**src/logic/mini_mips_defines.svh**
```systemverilog
`ifndef MINI_MIPS_DEFINES_SVH
`define MINI_MIPS_DEFINES_SVH

// datapath widths
`define DATA_WIDTH     32
`define INST_WIDTH     32
`define NUM_REGS       32
`define REG_ADDR_WIDTH 5
`define IMM_WIDTH      16
`define SHAMT_WIDTH    5
`define OPCODE_WIDTH   6
`define FUNCT_WIDTH    6
`define ALU_OP_WIDTH   4

// opcodes
`define OP_RTYPE 6'd0
`define OP_ADDI  6'd8
`define OP_ANDI  6'd12
`define OP_ORI   6'd13

// r-type function codes, mips encoding
`define FN_ADD 6'h20
`define FN_SUB 6'h22
`define FN_AND 6'h24
`define FN_OR  6'h25
`define FN_XOR 6'h26
`define FN_SLT 6'h2a
`define FN_SLL 6'h00

// alu operations
`define ALU_ADD 4'd0
`define ALU_SUB 4'd1
`define ALU_AND 4'd2
`define ALU_OR  4'd3
`define ALU_XOR 4'd4
`define ALU_SLT 4'd5
`define ALU_SLL 4'd6

`endif
```
**src/logic/mini_mips_pkg.sv**
```systemverilog
`include "mini_mips_defines.svh"

package mini_mips_pkg;

  // r-type layout
  typedef struct packed {
    logic [`OPCODE_WIDTH-1:0]   opcode;
    logic [`REG_ADDR_WIDTH-1:0] rs;
    logic [`REG_ADDR_WIDTH-1:0] rt;
    logic [`REG_ADDR_WIDTH-1:0] rd;
    logic [`SHAMT_WIDTH-1:0]    shamt;
    logic [`FUNCT_WIDTH-1:0]    funct;
  } r_fields_t;

  // i-type layout
  typedef struct packed {
    logic [`OPCODE_WIDTH-1:0]   opcode;
    logic [`REG_ADDR_WIDTH-1:0] rs;
    logic [`REG_ADDR_WIDTH-1:0] rt;
    logic [`IMM_WIDTH-1:0]      imm;
  } i_fields_t;

  // same word, two views
  typedef union packed {
    r_fields_t r;
    i_fields_t i;
  } inst_u;

endpackage

```
**src/logic/mini_mips.sv**
```systemverilog
`timescale 1ns/1ps

`include "mini_mips_defines.svh"

module mini_mips (
  input  logic                       clk,
  input  logic                       arst_n,
  input  logic                       instr_req,
  input  logic [`INST_WIDTH-1:0]     instr,
  output logic                       instr_ack,
  output logic                       wb_valid,
  output logic [`REG_ADDR_WIDTH-1:0] wb_reg,
  output logic [`DATA_WIDTH-1:0]     wb_data
);

  import mini_mips_pkg::*;

  // accept to decode
  logic  acc_valid;
  inst_u acc_inst;

  // decode to execute
  logic                       dec_valid;
  logic [`ALU_OP_WIDTH-1:0]   dec_alu_op;
  logic                       dec_use_imm;
  logic                       dec_reg_write;
  logic [`REG_ADDR_WIDTH-1:0] dec_dst;
  logic [`REG_ADDR_WIDTH-1:0] dec_rs;
  logic [`REG_ADDR_WIDTH-1:0] dec_rt;
  logic [`DATA_WIDTH-1:0]     dec_a;
  logic [`DATA_WIDTH-1:0]     dec_b;
  logic [`IMM_WIDTH-1:0]      dec_imm;
  logic [`SHAMT_WIDTH-1:0]    dec_shamt;

  accept_stage accept_stage_i (
    .clk       (clk),
    .arst_n    (arst_n),
    .instr_req (instr_req),
    .instr     (instr),
    .instr_ack (instr_ack),
    .acc_valid (acc_valid),
    .acc_inst  (acc_inst)
  );

  // writeback loops back into the register file
  decode_stage decode_stage_i (
    .clk           (clk),
    .arst_n        (arst_n),
    .acc_valid     (acc_valid),
    .acc_inst      (acc_inst),
    .wb_valid      (wb_valid),
    .wb_reg        (wb_reg),
    .wb_data       (wb_data),
    .dec_valid     (dec_valid),
    .dec_alu_op    (dec_alu_op),
    .dec_use_imm   (dec_use_imm),
    .dec_reg_write (dec_reg_write),
    .dec_dst       (dec_dst),
    .dec_rs        (dec_rs),
    .dec_rt        (dec_rt),
    .dec_a         (dec_a),
    .dec_b         (dec_b),
    .dec_imm       (dec_imm),
    .dec_shamt     (dec_shamt)
  );

  execute_stage execute_stage_i (
    .clk           (clk),
    .arst_n        (arst_n),
    .dec_valid     (dec_valid),
    .dec_alu_op    (dec_alu_op),
    .dec_use_imm   (dec_use_imm),
    .dec_reg_write (dec_reg_write),
    .dec_dst       (dec_dst),
    .dec_rs        (dec_rs),
    .dec_rt        (dec_rt),
    .dec_a         (dec_a),
    .dec_b         (dec_b),
    .dec_imm       (dec_imm),
    .dec_shamt     (dec_shamt),
    .wb_valid      (wb_valid),
    .wb_reg        (wb_reg),
    .wb_data       (wb_data)
  );

endmodule

```
**src/logic/execute_stage.sv**
```systemverilog
`timescale 1ns/1ps

`include "mini_mips_defines.svh"

module execute_stage (
  input  logic                       clk,
  input  logic                       arst_n,
  input  logic                       dec_valid,
  input  logic [`ALU_OP_WIDTH-1:0]   dec_alu_op,
  input  logic                       dec_use_imm,
  input  logic                       dec_reg_write,
  input  logic [`REG_ADDR_WIDTH-1:0] dec_dst,
  input  logic [`REG_ADDR_WIDTH-1:0] dec_rs,
  input  logic [`REG_ADDR_WIDTH-1:0] dec_rt,
  input  logic [`DATA_WIDTH-1:0]     dec_a,
  input  logic [`DATA_WIDTH-1:0]     dec_b,
  input  logic [`IMM_WIDTH-1:0]      dec_imm,
  input  logic [`SHAMT_WIDTH-1:0]    dec_shamt,
  output logic                       wb_valid,
  output logic [`REG_ADDR_WIDTH-1:0] wb_reg,
  output logic [`DATA_WIDTH-1:0]     wb_data
);

  logic [`DATA_WIDTH-1:0] op_a;
  logic [`DATA_WIDTH-1:0] op_b_fwd;
  logic [`DATA_WIDTH-1:0] op_b;
  logic [`DATA_WIDTH-1:0] imm_ext;
  logic [`DATA_WIDTH-1:0] alu_result;

  //////////////////////////////////////////////////////////////////////
  // forwarding from the writeback register

  // wb_valid is never set for r0, no zero check needed
  assign op_a     = (wb_valid && wb_reg == dec_rs) ? wb_data : dec_a;
  assign op_b_fwd = (wb_valid && wb_reg == dec_rt) ? wb_data : dec_b;

  // immediates are zero-extended
  assign imm_ext = {{(`DATA_WIDTH - `IMM_WIDTH){1'b0}}, dec_imm};
  assign op_b    = dec_use_imm ? imm_ext : op_b_fwd;

  //////////////////////////////////////////////////////////////////////
  // alu

  always_comb begin
    case (dec_alu_op)
      `ALU_ADD: alu_result = op_a + op_b;
      `ALU_SUB: alu_result = op_a - op_b;
      `ALU_AND: alu_result = op_a & op_b;
      `ALU_OR:  alu_result = op_a | op_b;
      `ALU_XOR: alu_result = op_a ^ op_b;
      `ALU_SLT: begin
        alu_result = {{(`DATA_WIDTH - 1){1'b0}}, $signed(op_a) < $signed(op_b)};
      end
      // sll shifts rt by shamt
      `ALU_SLL: alu_result = op_b << dec_shamt;
      default:  alu_result = '0;
    endcase
  end

  //////////////////////////////////////////////////////////////////////
  // execute register

  always_ff @(posedge clk or negedge arst_n) begin
    if (!arst_n) begin
      wb_valid <= 1'b0;
    end else begin
      wb_valid <= dec_valid && dec_reg_write;
    end
  end

  always_ff @(posedge clk) begin
    if (dec_valid) begin
      wb_reg  <= dec_dst;
      wb_data <= alu_result;
    end
  end

endmodule

```
**src/logic/decode_stage.sv**
```systemverilog
`timescale 1ns/1ps

`include "mini_mips_defines.svh"

module decode_stage (
  input  logic                       clk,
  input  logic                       arst_n,
  input  logic                       acc_valid,
  input  mini_mips_pkg::inst_u       acc_inst,
  input  logic                       wb_valid,
  input  logic [`REG_ADDR_WIDTH-1:0] wb_reg,
  input  logic [`DATA_WIDTH-1:0]     wb_data,
  output logic                       dec_valid,
  output logic [`ALU_OP_WIDTH-1:0]   dec_alu_op,
  output logic                       dec_use_imm,
  output logic                       dec_reg_write,
  output logic [`REG_ADDR_WIDTH-1:0] dec_dst,
  output logic [`REG_ADDR_WIDTH-1:0] dec_rs,
  output logic [`REG_ADDR_WIDTH-1:0] dec_rt,
  output logic [`DATA_WIDTH-1:0]     dec_a,
  output logic [`DATA_WIDTH-1:0]     dec_b,
  output logic [`IMM_WIDTH-1:0]      dec_imm,
  output logic [`SHAMT_WIDTH-1:0]    dec_shamt
);

  logic [`ALU_OP_WIDTH-1:0]   alu_op;
  logic                       use_imm;
  logic                       reg_write;
  logic                       dst_is_rd;
  logic [`REG_ADDR_WIDTH-1:0] dst;
  logic [`DATA_WIDTH-1:0]     rd_data_a;
  logic [`DATA_WIDTH-1:0]     rd_data_b;

  control_unit control_unit_i (
    .inst      (acc_inst),
    .alu_op    (alu_op),
    .use_imm   (use_imm),
    .reg_write (reg_write),
    .dst_is_rd (dst_is_rd)
  );

  register_file register_file_i (
    .clk       (clk),
    .arst_n    (arst_n),
    .rd_addr_a (acc_inst.r.rs),
    .rd_addr_b (acc_inst.r.rt),
    .rd_data_a (rd_data_a),
    .rd_data_b (rd_data_b),
    .wr_en     (wb_valid),
    .wr_addr   (wb_reg),
    .wr_data   (wb_data)
  );

  assign dst = dst_is_rd ? acc_inst.r.rd : acc_inst.i.rt;

  //////////////////////////////////////////////////////////////////////
  // decode register

  always_ff @(posedge clk or negedge arst_n) begin
    if (!arst_n) begin
      dec_valid     <= 1'b0;
      dec_reg_write <= 1'b0;
    end else begin
      dec_valid <= acc_valid;
      if (acc_valid) begin
        // writes to r0 are dropped here
        dec_reg_write <= reg_write && (dst != '0);
      end
    end
  end

  always_ff @(posedge clk) begin
    if (acc_valid) begin
      dec_alu_op  <= alu_op;
      dec_use_imm <= use_imm;
      dec_dst     <= dst;
      dec_rs      <= acc_inst.r.rs;
      dec_rt      <= acc_inst.r.rt;
      dec_a       <= rd_data_a;
      dec_b       <= rd_data_b;
      dec_imm     <= acc_inst.i.imm;
      dec_shamt   <= acc_inst.r.shamt;
    end
  end

endmodule

```
**src/logic/register_file.sv**
```systemverilog
`timescale 1ns/1ps

`include "mini_mips_defines.svh"

module register_file (
  input  logic                       clk,
  input  logic                       arst_n,
  input  logic [`REG_ADDR_WIDTH-1:0] rd_addr_a,
  input  logic [`REG_ADDR_WIDTH-1:0] rd_addr_b,
  output logic [`DATA_WIDTH-1:0]     rd_data_a,
  output logic [`DATA_WIDTH-1:0]     rd_data_b,
  input  logic                       wr_en,
  input  logic [`REG_ADDR_WIDTH-1:0] wr_addr,
  input  logic [`DATA_WIDTH-1:0]     wr_data
);

  logic [`DATA_WIDTH-1:0] regs [`NUM_REGS];

  // r0 is hardwired, write-through for same-cycle reads
  function automatic logic [`DATA_WIDTH-1:0] read_port(
    input logic [`REG_ADDR_WIDTH-1:0] addr
  );
    if (addr == '0) begin
      return '0;
    end else if (wr_en && wr_addr == addr) begin
      return wr_data;
    end
    return regs[addr];
  endfunction

  always_comb begin
    rd_data_a = read_port(rd_addr_a);
    rd_data_b = read_port(rd_addr_b);
  end

  always_ff @(posedge clk or negedge arst_n) begin
    if (!arst_n) begin
      for (int i = 0; i < `NUM_REGS; i++) begin
        regs[i] <= '0;
      end
    end else if (wr_en && wr_addr != '0) begin
      regs[wr_addr] <= wr_data;
    end
  end

endmodule

```
**src/logic/control_unit.sv**
```systemverilog
`timescale 1ns/1ps

`include "mini_mips_defines.svh"

module control_unit (
  input  mini_mips_pkg::inst_u     inst,
  output logic [`ALU_OP_WIDTH-1:0] alu_op,
  output logic                     use_imm,
  output logic                     reg_write,
  output logic                     dst_is_rd
);

  always_comb begin
    alu_op    = `ALU_ADD;
    use_imm   = 1'b0;
    reg_write = 1'b0;
    dst_is_rd = 1'b0;
    case (inst.i.opcode)
      `OP_RTYPE: begin
        dst_is_rd = 1'b1;
        reg_write = 1'b1;
        case (inst.r.funct)
          `FN_ADD: alu_op = `ALU_ADD;
          `FN_SUB: alu_op = `ALU_SUB;
          `FN_AND: alu_op = `ALU_AND;
          `FN_OR:  alu_op = `ALU_OR;
          `FN_XOR: alu_op = `ALU_XOR;
          `FN_SLT: alu_op = `ALU_SLT;
          `FN_SLL: alu_op = `ALU_SLL;
          // unknown funct becomes a no-op
          default: reg_write = 1'b0;
        endcase
      end
      `OP_ADDI, `OP_ANDI, `OP_ORI: begin
        use_imm   = 1'b1;
        reg_write = 1'b1;
        if (inst.i.opcode == `OP_ANDI) begin
          alu_op = `ALU_AND;
        end else if (inst.i.opcode == `OP_ORI) begin
          alu_op = `ALU_OR;
        end
      end
      default: begin
        reg_write = 1'b0;
      end
    endcase
  end

endmodule

```
**src/logic/accept_stage.sv**
```systemverilog
`timescale 1ns/1ps

`include "mini_mips_defines.svh"

module accept_stage (
  input  logic                   clk,
  input  logic                   arst_n,
  input  logic                   instr_req,
  input  logic [`INST_WIDTH-1:0] instr,
  output logic                   instr_ack,
  output logic                   acc_valid,
  output mini_mips_pkg::inst_u   acc_inst
);

  logic capture;

  // new request only while ack is low
  assign capture = instr_req && !instr_ack;

  always_ff @(posedge clk or negedge arst_n) begin
    if (!arst_n) begin
      instr_ack <= 1'b0;
      acc_valid <= 1'b0;
    end else begin
      acc_valid <= capture;
      if (capture) begin
        instr_ack <= 1'b1;
      end else if (!instr_req) begin
        instr_ack <= 1'b0;
      end
    end
  end

  always_ff @(posedge clk) begin
    if (capture) begin
      acc_inst <= instr;
    end
  end

endmodule

```
**config.mk**
```make
export PLATFORM = sky130hd
export DESIGN_NAME = mini_mips
export DESIGN_NICKNAME = d
export VERILOG_FILES = /design/src/logic/mini_mips_pkg.sv /design/src/logic/mini_mips.sv /design/src/logic/execute_stage.sv /design/src/logic/decode_stage.sv /design/src/logic/register_file.sv /design/src/logic/control_unit.sv /design/src/logic/accept_stage.sv
export VERILOG_INCLUDE_DIRS = /design/src /design/src/logic
export SDC_FILE = /design/constraint.sdc
export NUM_CORES = 2
export LEC_CHECK = 0
export BUFFER_PORTS_ARGS = -buffer_cell sky130_fd_sc_hd__buf_2
export CAP_MARGIN = 20
export CORE_ASPECT_RATIO = 0.6
export CORE_MARGIN = 2
export CORE_UTILIZATION = 45
export CTS_BUF_LIST = sky130_fd_sc_hd__clkbuf_16
export CTS_CLUSTER_SIZE = 14
export DETAILED_ROUTE_END_ITERATION = 10
export GPL_TIMING_DRIVEN = 0
export PLACE_DENSITY_LB_ADDON = 0.3
export SYNTH_ARGS = -nofsm -noshare
export SYNTH_HDL_FRONTEND = slang
export SYNTH_SLANG_ARGS = --single-unit
```
**constraint.sdc**
```tcl
create_clock -name clk -period 9.4 [get_ports clk]
set_input_delay 0.47 -clock clk [delete_from_list [all_inputs] [get_ports clk]]
set_output_delay 0.47 -clock clk [all_outputs]
set_load 0.005 [all_outputs]
```
## After elaboration in Yosys (flattened, before gate mapping)

Cells that the tools add are included.

- Register bits after elaboration: 1203
- Latch bits: 0
- Memory bits (writable): 0
- Bits in read-only memories: 0
- Output and inout port bits: 39
- Logic and storage cells: 136
- Memories: 0

- Add/subtract/negate cells: 2
- Multiply operators: 0
- Divide/modulo/power cells: 0
- Order comparisons: 5
- Equality and inequality tests: 20
- Shift operators: 1
- Muxes and demuxes: 34
- Bitwise logic cells: 6
- Reductions and logical operators: 19

Operator list:

| kind | count |
|---|---|
| bitwise mux 1024 bit | 1 |
| two-way mux 32 bit | 14 |
| binary-select mux 32 bit (select 5 bit) | 2 |
| one-hot mux 32 bit (7 select lines) | 1 |
| demux 32 bit (select 5 bit) | 1 |
| equality test 6 bit (second input constant) | 6 |
| adder 32 bit | 1 |
| AND 32 bit | 1 |
| < comparator 32 bit | 1 |
| bitwise OR 32 bit | 1 |
| << shifter 32 x 5 -> 32 bit | 1 |
| subtractor 32 bit | 1 |
| bitwise XOR 32 bit | 1 |
| equality test 5 bit | 4 |
| equality test 6 x 4 -> 1 bit (second input constant) | 3 |
| >= comparator 6 bit (second input constant) | 3 |
| NOT 5 -> 6 bit | 3 |
| one-hot mux 3 bit (6 select lines) | 1 |
| equality test 4 x 3 -> 1 bit (second input constant) | 3 |
| zero test 6 bit | 2 |
| zero test 5 bit | 2 |
| nonzero test 5 bit | 2 |
| logical AND 1 bit | 9 |
| two-way mux 1 bit | 9 |
| 12 further kinds | 14 |

## Logic depth before layout (Yosys ltp)

- Word-level depth: 6
- Depth in mapped cells: 20

## Modules after synthesis

A second synthesis with hierarchy kept.

- Cell total of the unflattened synthesis: 5114
- Area total of the unflattened synthesis: 69032.5 um^2

Modules (own cells, without submodules):

| module | times used | cells each | area each (um^2) |
|---|---|---|---|
| register_file | 1 | 3658 | 54926.4 |
| execute_stage | 1 | 1267 | 9628.0 |
| decode_stage | 1 | 120 | 3241.9 |
| accept_stage | 1 | 36 | 1028.5 |
| control_unit | 1 | 33 | 207.7 |

## Worst setup path after synthesis

Ideal clock, no wire load.

- Path kind: flip-flop to flip-flop
- From: register execute_stage_i.wb_reg[4]
- To: register execute_stage_i.wb_data[26], data pin
- Setup time: 265 ps
- Arrival: 4853 ps
- Slack: 4282 ps
- Stages on the path, launching flop included: 20
- Cell sequence: edfxtp_1 > xor2_1 > nor4_4 > nand2_4 > buf_4 > buf_4 > mux2i_1 > or2_2 > ha_1 > buf_6 > or4_4 > or4_4 > nand3b_1 > o22ai_1 > o31ai_1 > o31a_1 > mux2i_1 > xor2_1 > nor2_1 > or3_1

- Word-level cells in the longest chain between the ends: 6
- Elaborated cells between the ends (all ways): 14

RTL lines:

| what | line | RTL |
|---|---|---|
| start: declaration | execute_stage.sv:20 | `` output logic [`REG_ADDR_WIDTH-1:0] wb_reg, `` |
| start signal: assignment | execute_stage.sv:73 | `wb_reg <= dec_dst;` |
| equality test 5 bit | execute_stage.sv:35 | `assign op_b_fwd = (wb_valid && wb_reg == dec_rt) ? wb_data : dec_b;` |
| logical AND 1 bit | execute_stage.sv:35 |  |
| two-way mux 32 bit | execute_stage.sv:35 |  |
| two-way mux 32 bit | execute_stage.sv:39 | `assign op_b = dec_use_imm ? imm_ext : op_b_fwd;` |
| subtractor 32 bit, or another cell as far along | execute_stage.sv:47 | `` `ALU_SUB: alu_result = op_a - op_b; `` |
| one-hot mux 32 bit (7 select lines) (*) | execute_stage.sv:45 | `case (dec_alu_op)` |
| end signal: assignment | execute_stage.sv:74 | `wb_data <= alu_result;` |
| end: declaration | execute_stage.sv:21 | `` output logic [`DATA_WIDTH-1:0] wb_data `` |

Every way passes the cells marked *; elsewhere a longest branch is shown, timed or not.
A chain may end at the register's enable or synchronous reset.

## Final worst setup path

- From: register decode_stage_i.dec_use_imm
- To: register execute_stage_i.wb_data[26], data pin

- Word-level cells in the longest chain between the ends: 3
- Elaborated cells between the ends (all ways): 8

RTL lines:

| what | line | RTL |
|---|---|---|
| start: declaration | decode_stage.sv:15 | `output logic dec_use_imm,` |
| start signal: assignment | decode_stage.sv:75 | `dec_use_imm <= use_imm;` |
| two-way mux 32 bit (*) | execute_stage.sv:39 |  |
| subtractor 32 bit, or another cell as far along | execute_stage.sv:47 |  |
| one-hot mux 32 bit (7 select lines) (*) | execute_stage.sv:45 |  |

Marks and branches as above.

==> summary.txt <==
Timing
  – Worst slew pin tran: 1.316 ns
  – Max Clk Rate: 0.1142 GHz
  – Crit path time final: 8.755 ns
  – RSZ-0062 raised after global routing: false
  – Setup Skew: 0.04462 ns
  – Period utilization: 93.13%
  – Pins Over Slew Limit: 0
  – Post-route setup TNS: 0 ns
  – Fin. Hold Viols: 0
  – Worst slew margin: 11.68%
  – Final setup violating endpoints: 0

Final layout
  – Biggest register: decode_stage_i.register_file_i.regs
  – Area grow syn2layout: 12.19%
  – Area occupied by registers: 0.03080 mm^2
  – Most common cell after layout, fill and taps aside: dfrtp_1
  – # fillers: 12489
  – Layout cells sized above 1: 39.78%
  – Final Non-Filler Cells: 7173
  – Max FFs per register: 1024
  – Nets: 5194
  – Most frequent cells in the layout: dfrtp_1, mux2_2, mux4_2
  – Multi-input logic area: 0.03483 mm^2

Power and ir drop
  – Logic pwr share: 10.3%
  – Int Power: 8007 uW
  – Clk pwr share: 40.6%
  – Power per standard cell area: 144.9 mW/mm^2
  – Reg power frac: 49.2%
  – Switching Fraction: 27.49%
  – P_sw: 3035 uW
  – LEAKAGE: 0.03359 uW
  – Worst VDD drop: 0.1409 mV

Placed design
  – DP Cell Count: 6898
  – Port-buffer cells: 73
  – Gpl congestion: 1.086
  – HPWL after detailed placement: 199400 um

Worst setup path
  – Critical path's slowest cell: o41ai_1
  – Max incr delay on CP: 0.79 ns
  – Worst Setup End Kind: flip-flop
  – CP arrival: 9.25 ns
  – Worst setup SP type: flip-flop
  – CP required: 9.90 ns
  – Crit path max-delay family: buffers and inverters
  – Most used cell, CP: clkbuf_1
  – Worst Path Max Fanout: 10
  – CP Buf/Inv Count: 7
  – Worst-path cell chain: clkbuf_1 > clkbuf_1 > clkbuf_1 > clkbuf_1 > clkbuf_1 > a21oi_1 > ha_1 > clkbuf_1 > and4_1 > nand2_1 > o21ai_0 > buf_2 > a41oi_1 > nor4b_1 > o41ai_1 > mux2i_1 > xor2_1 > nor2_1 > or3_1
  – WS Path Type: flip-flop to flip-flop

Logic synthesis
  – Number of flops mapped to enable cells by yosys: 168
  – Syn Std Cell Area: 0.06793 mm^2
  – Synth Flop Type: dfrtp_1
  – Synth Area per Inst: 14.32 um^2
  – #FFs+latches synth: 1197
  – Post-synth net total: 4876
  – Post-synth ARST share: 85.96%
  – Syn Inst Count: 4743
  – Synth Warn #: 0
  – Sequential element share of the synthesized area: 45.34%
  – Distinct cells, synth: 82

Global routing
  – Total track usage: 33.86%
  – Largest net degree at the start of global routing: 161
  – First-pass GRT wire length: 367200 um
  – Initial antenna violation count: 9
  – Remaining global-route overflow: 0
  – Vias in the first global route: 47119

Floorplan
  – CORE AREA: 0.1499 mm^2
  – # IOs: 74
  – Chip Width: 505.6 um
  – Initial core utilization: 45.32%
  – Die Y: 304.9 um
  – Die footprint: 0.1542 mm^2
  – Rows: 110

Clock tree
  – Root Buffer Master: clkbuf_16
  – H-tree level count: 3
  – CTS sink count: 1197
  – TritonCTS clock tree: built
  – Clk_lat worst skew: 0.78 ns
  – Post-CTS Repair Setup Buffers: 0
  – Longest Clk Path Bufs: 3
  – Post-cts gate resize count: 0
  – Total CTS buffers: 112
  – Clk slew on worst S/H paths: 0.07 ns

Route
  – Pre-antenna DRT Iters: 8
  – Antenna Violating Nets Remaining: 0
  – DRC: 0
  – 1st-iter DRT viols: 7558
  – Via count: 49183
  – DR WL/cell: 36.66 um
  – DRT Wirelength: 262900 um
  – Vias per std cell: 6.857

Run status
  – Status: finished clean

Worst hold path
  – Min-delay worst type: input pin to async pin

Job
  – Max Cap Viol: 0
## per-stage QoR
step | setup WS [ns] | hold slack, ns | area [um^2] | total power, uW | util [%]
after floorplan | 4.282 | 0.1744 | 67930 | 6036 | -
after global placement | -14.99 | 0.4039 | 70810 | 6528 | 47.25
after detailed placement | 1.622 | 0.3802 | 71980 | 6572 | 48.03
after CTS | 1.561 | 0.2237 | 75750 | 10980 | 50.54
after global routing | 0.8437 | 0.2608 | 76180 | 11310 | 50.83
final | 0.6455 | 0.2309 | 76200 | 11040 | 50.84
## final timing paths
path | startpoint | endpoint | slack (ns) | cells past startpoint
worst min register to register | accept_stage_i.acc_inst[10]$_DFFE_PP_ | decode_stage_i.dec_imm[10]$_DFFE_PP_ | 0.41 | 0
min in group clk | accept_stage_i.acc_inst[10]$_DFFE_PP_ | decode_stage_i.dec_imm[10]$_DFFE_PP_ | 0.41 | 0
worst max register to register | decode_stage_i.dec_use_imm$_DFFE_PP_ | execute_stage_i.wb_data[26]$_SDFFCE_PN0P_ | 0.65 | 19
max in group asynchronous | arst_n | accept_stage_i.acc_valid$_DFF_PN0_ | 6.18 | 6
worst min-delay path | arst_n | decode_stage_i.register_file_i.regs[250]$_DFFE_PN0P_ | 0.23 | 2
worst max-delay path | decode_stage_i.dec_use_imm$_DFFE_PP_ | execute_stage_i.wb_data[26]$_SDFFCE_PN0P_ | 0.65 | 19
## synth_stat cells, drive strengths merged (40+ instances only)
cell    number  area share, %
mux2      1019             17
a22oi       40           0.44
buf        126           0.72
edfxtp     168            7.4
mux2i      140            2.1
o21ai       77           0.57
nor2       200            1.1
ha          96            1.8
a21oi       80           0.59
clkbuf     382            2.1
mux4       648             21
inv        103           0.57
dfrtp     1029             38
nand2      107           0.60
a211oi      85           0.94
## timing repair
item | 4_1_cts | 5_1_grt
hold endpoints to repair | 91 | 0
endpoints found under the setup margin | 0 | 0
hold buffers | 34 | 0
## power by group through the flow
stage | registers (uW) | logic [uW] | clock network, uW
after floorplan | 5480 | 556 | 0
after detailed placement | 5520 | 1050 | 0
after CTS | 5420 | 1070 | 4490
after global placement | 5530 | 995 | 0
final | 5430 | 1130 | 4480
after global routing | 5430 | 1170 | 4710
## layout make-up
class,count,area share (%)
repair buffers,204,2.975
clock inverters,84,0.7175
clock buffers,115,3.776
well taps,2016,3.310
plain buffers,508,2.553
flip-flops and latches,1197,40.42
multi-input cells,2934,45.70
diodes,11,0.03612
inverters,104,0.5123
## cell families (layout without fill, tap and decap cells)
family          after synthesis  count (layout)  synth area share [%]
other cells                   0              11                     0
buf+inv                     612            1015                 3.410
simple gates                503             503                 3.496
compound gates              481             481                 4.909
xor+xnor                     45              45                0.5802
mux                        1807            1807                 40.44
flops                      1197            1197                 45.34
fa+ha+maj                    98              98                 1.827
## routing by layer
metal,share of wire (%),vias to the layer above,global-route usage (%)
met2,36,3557,40.34
met4,2.7,12,8.160
met3,18,442,19.99
met5,0.088,-,0.7099
met1,43,26203,50.92
li1,-,18969,-
Note: power is estimated with default switching activity, not from simulation.
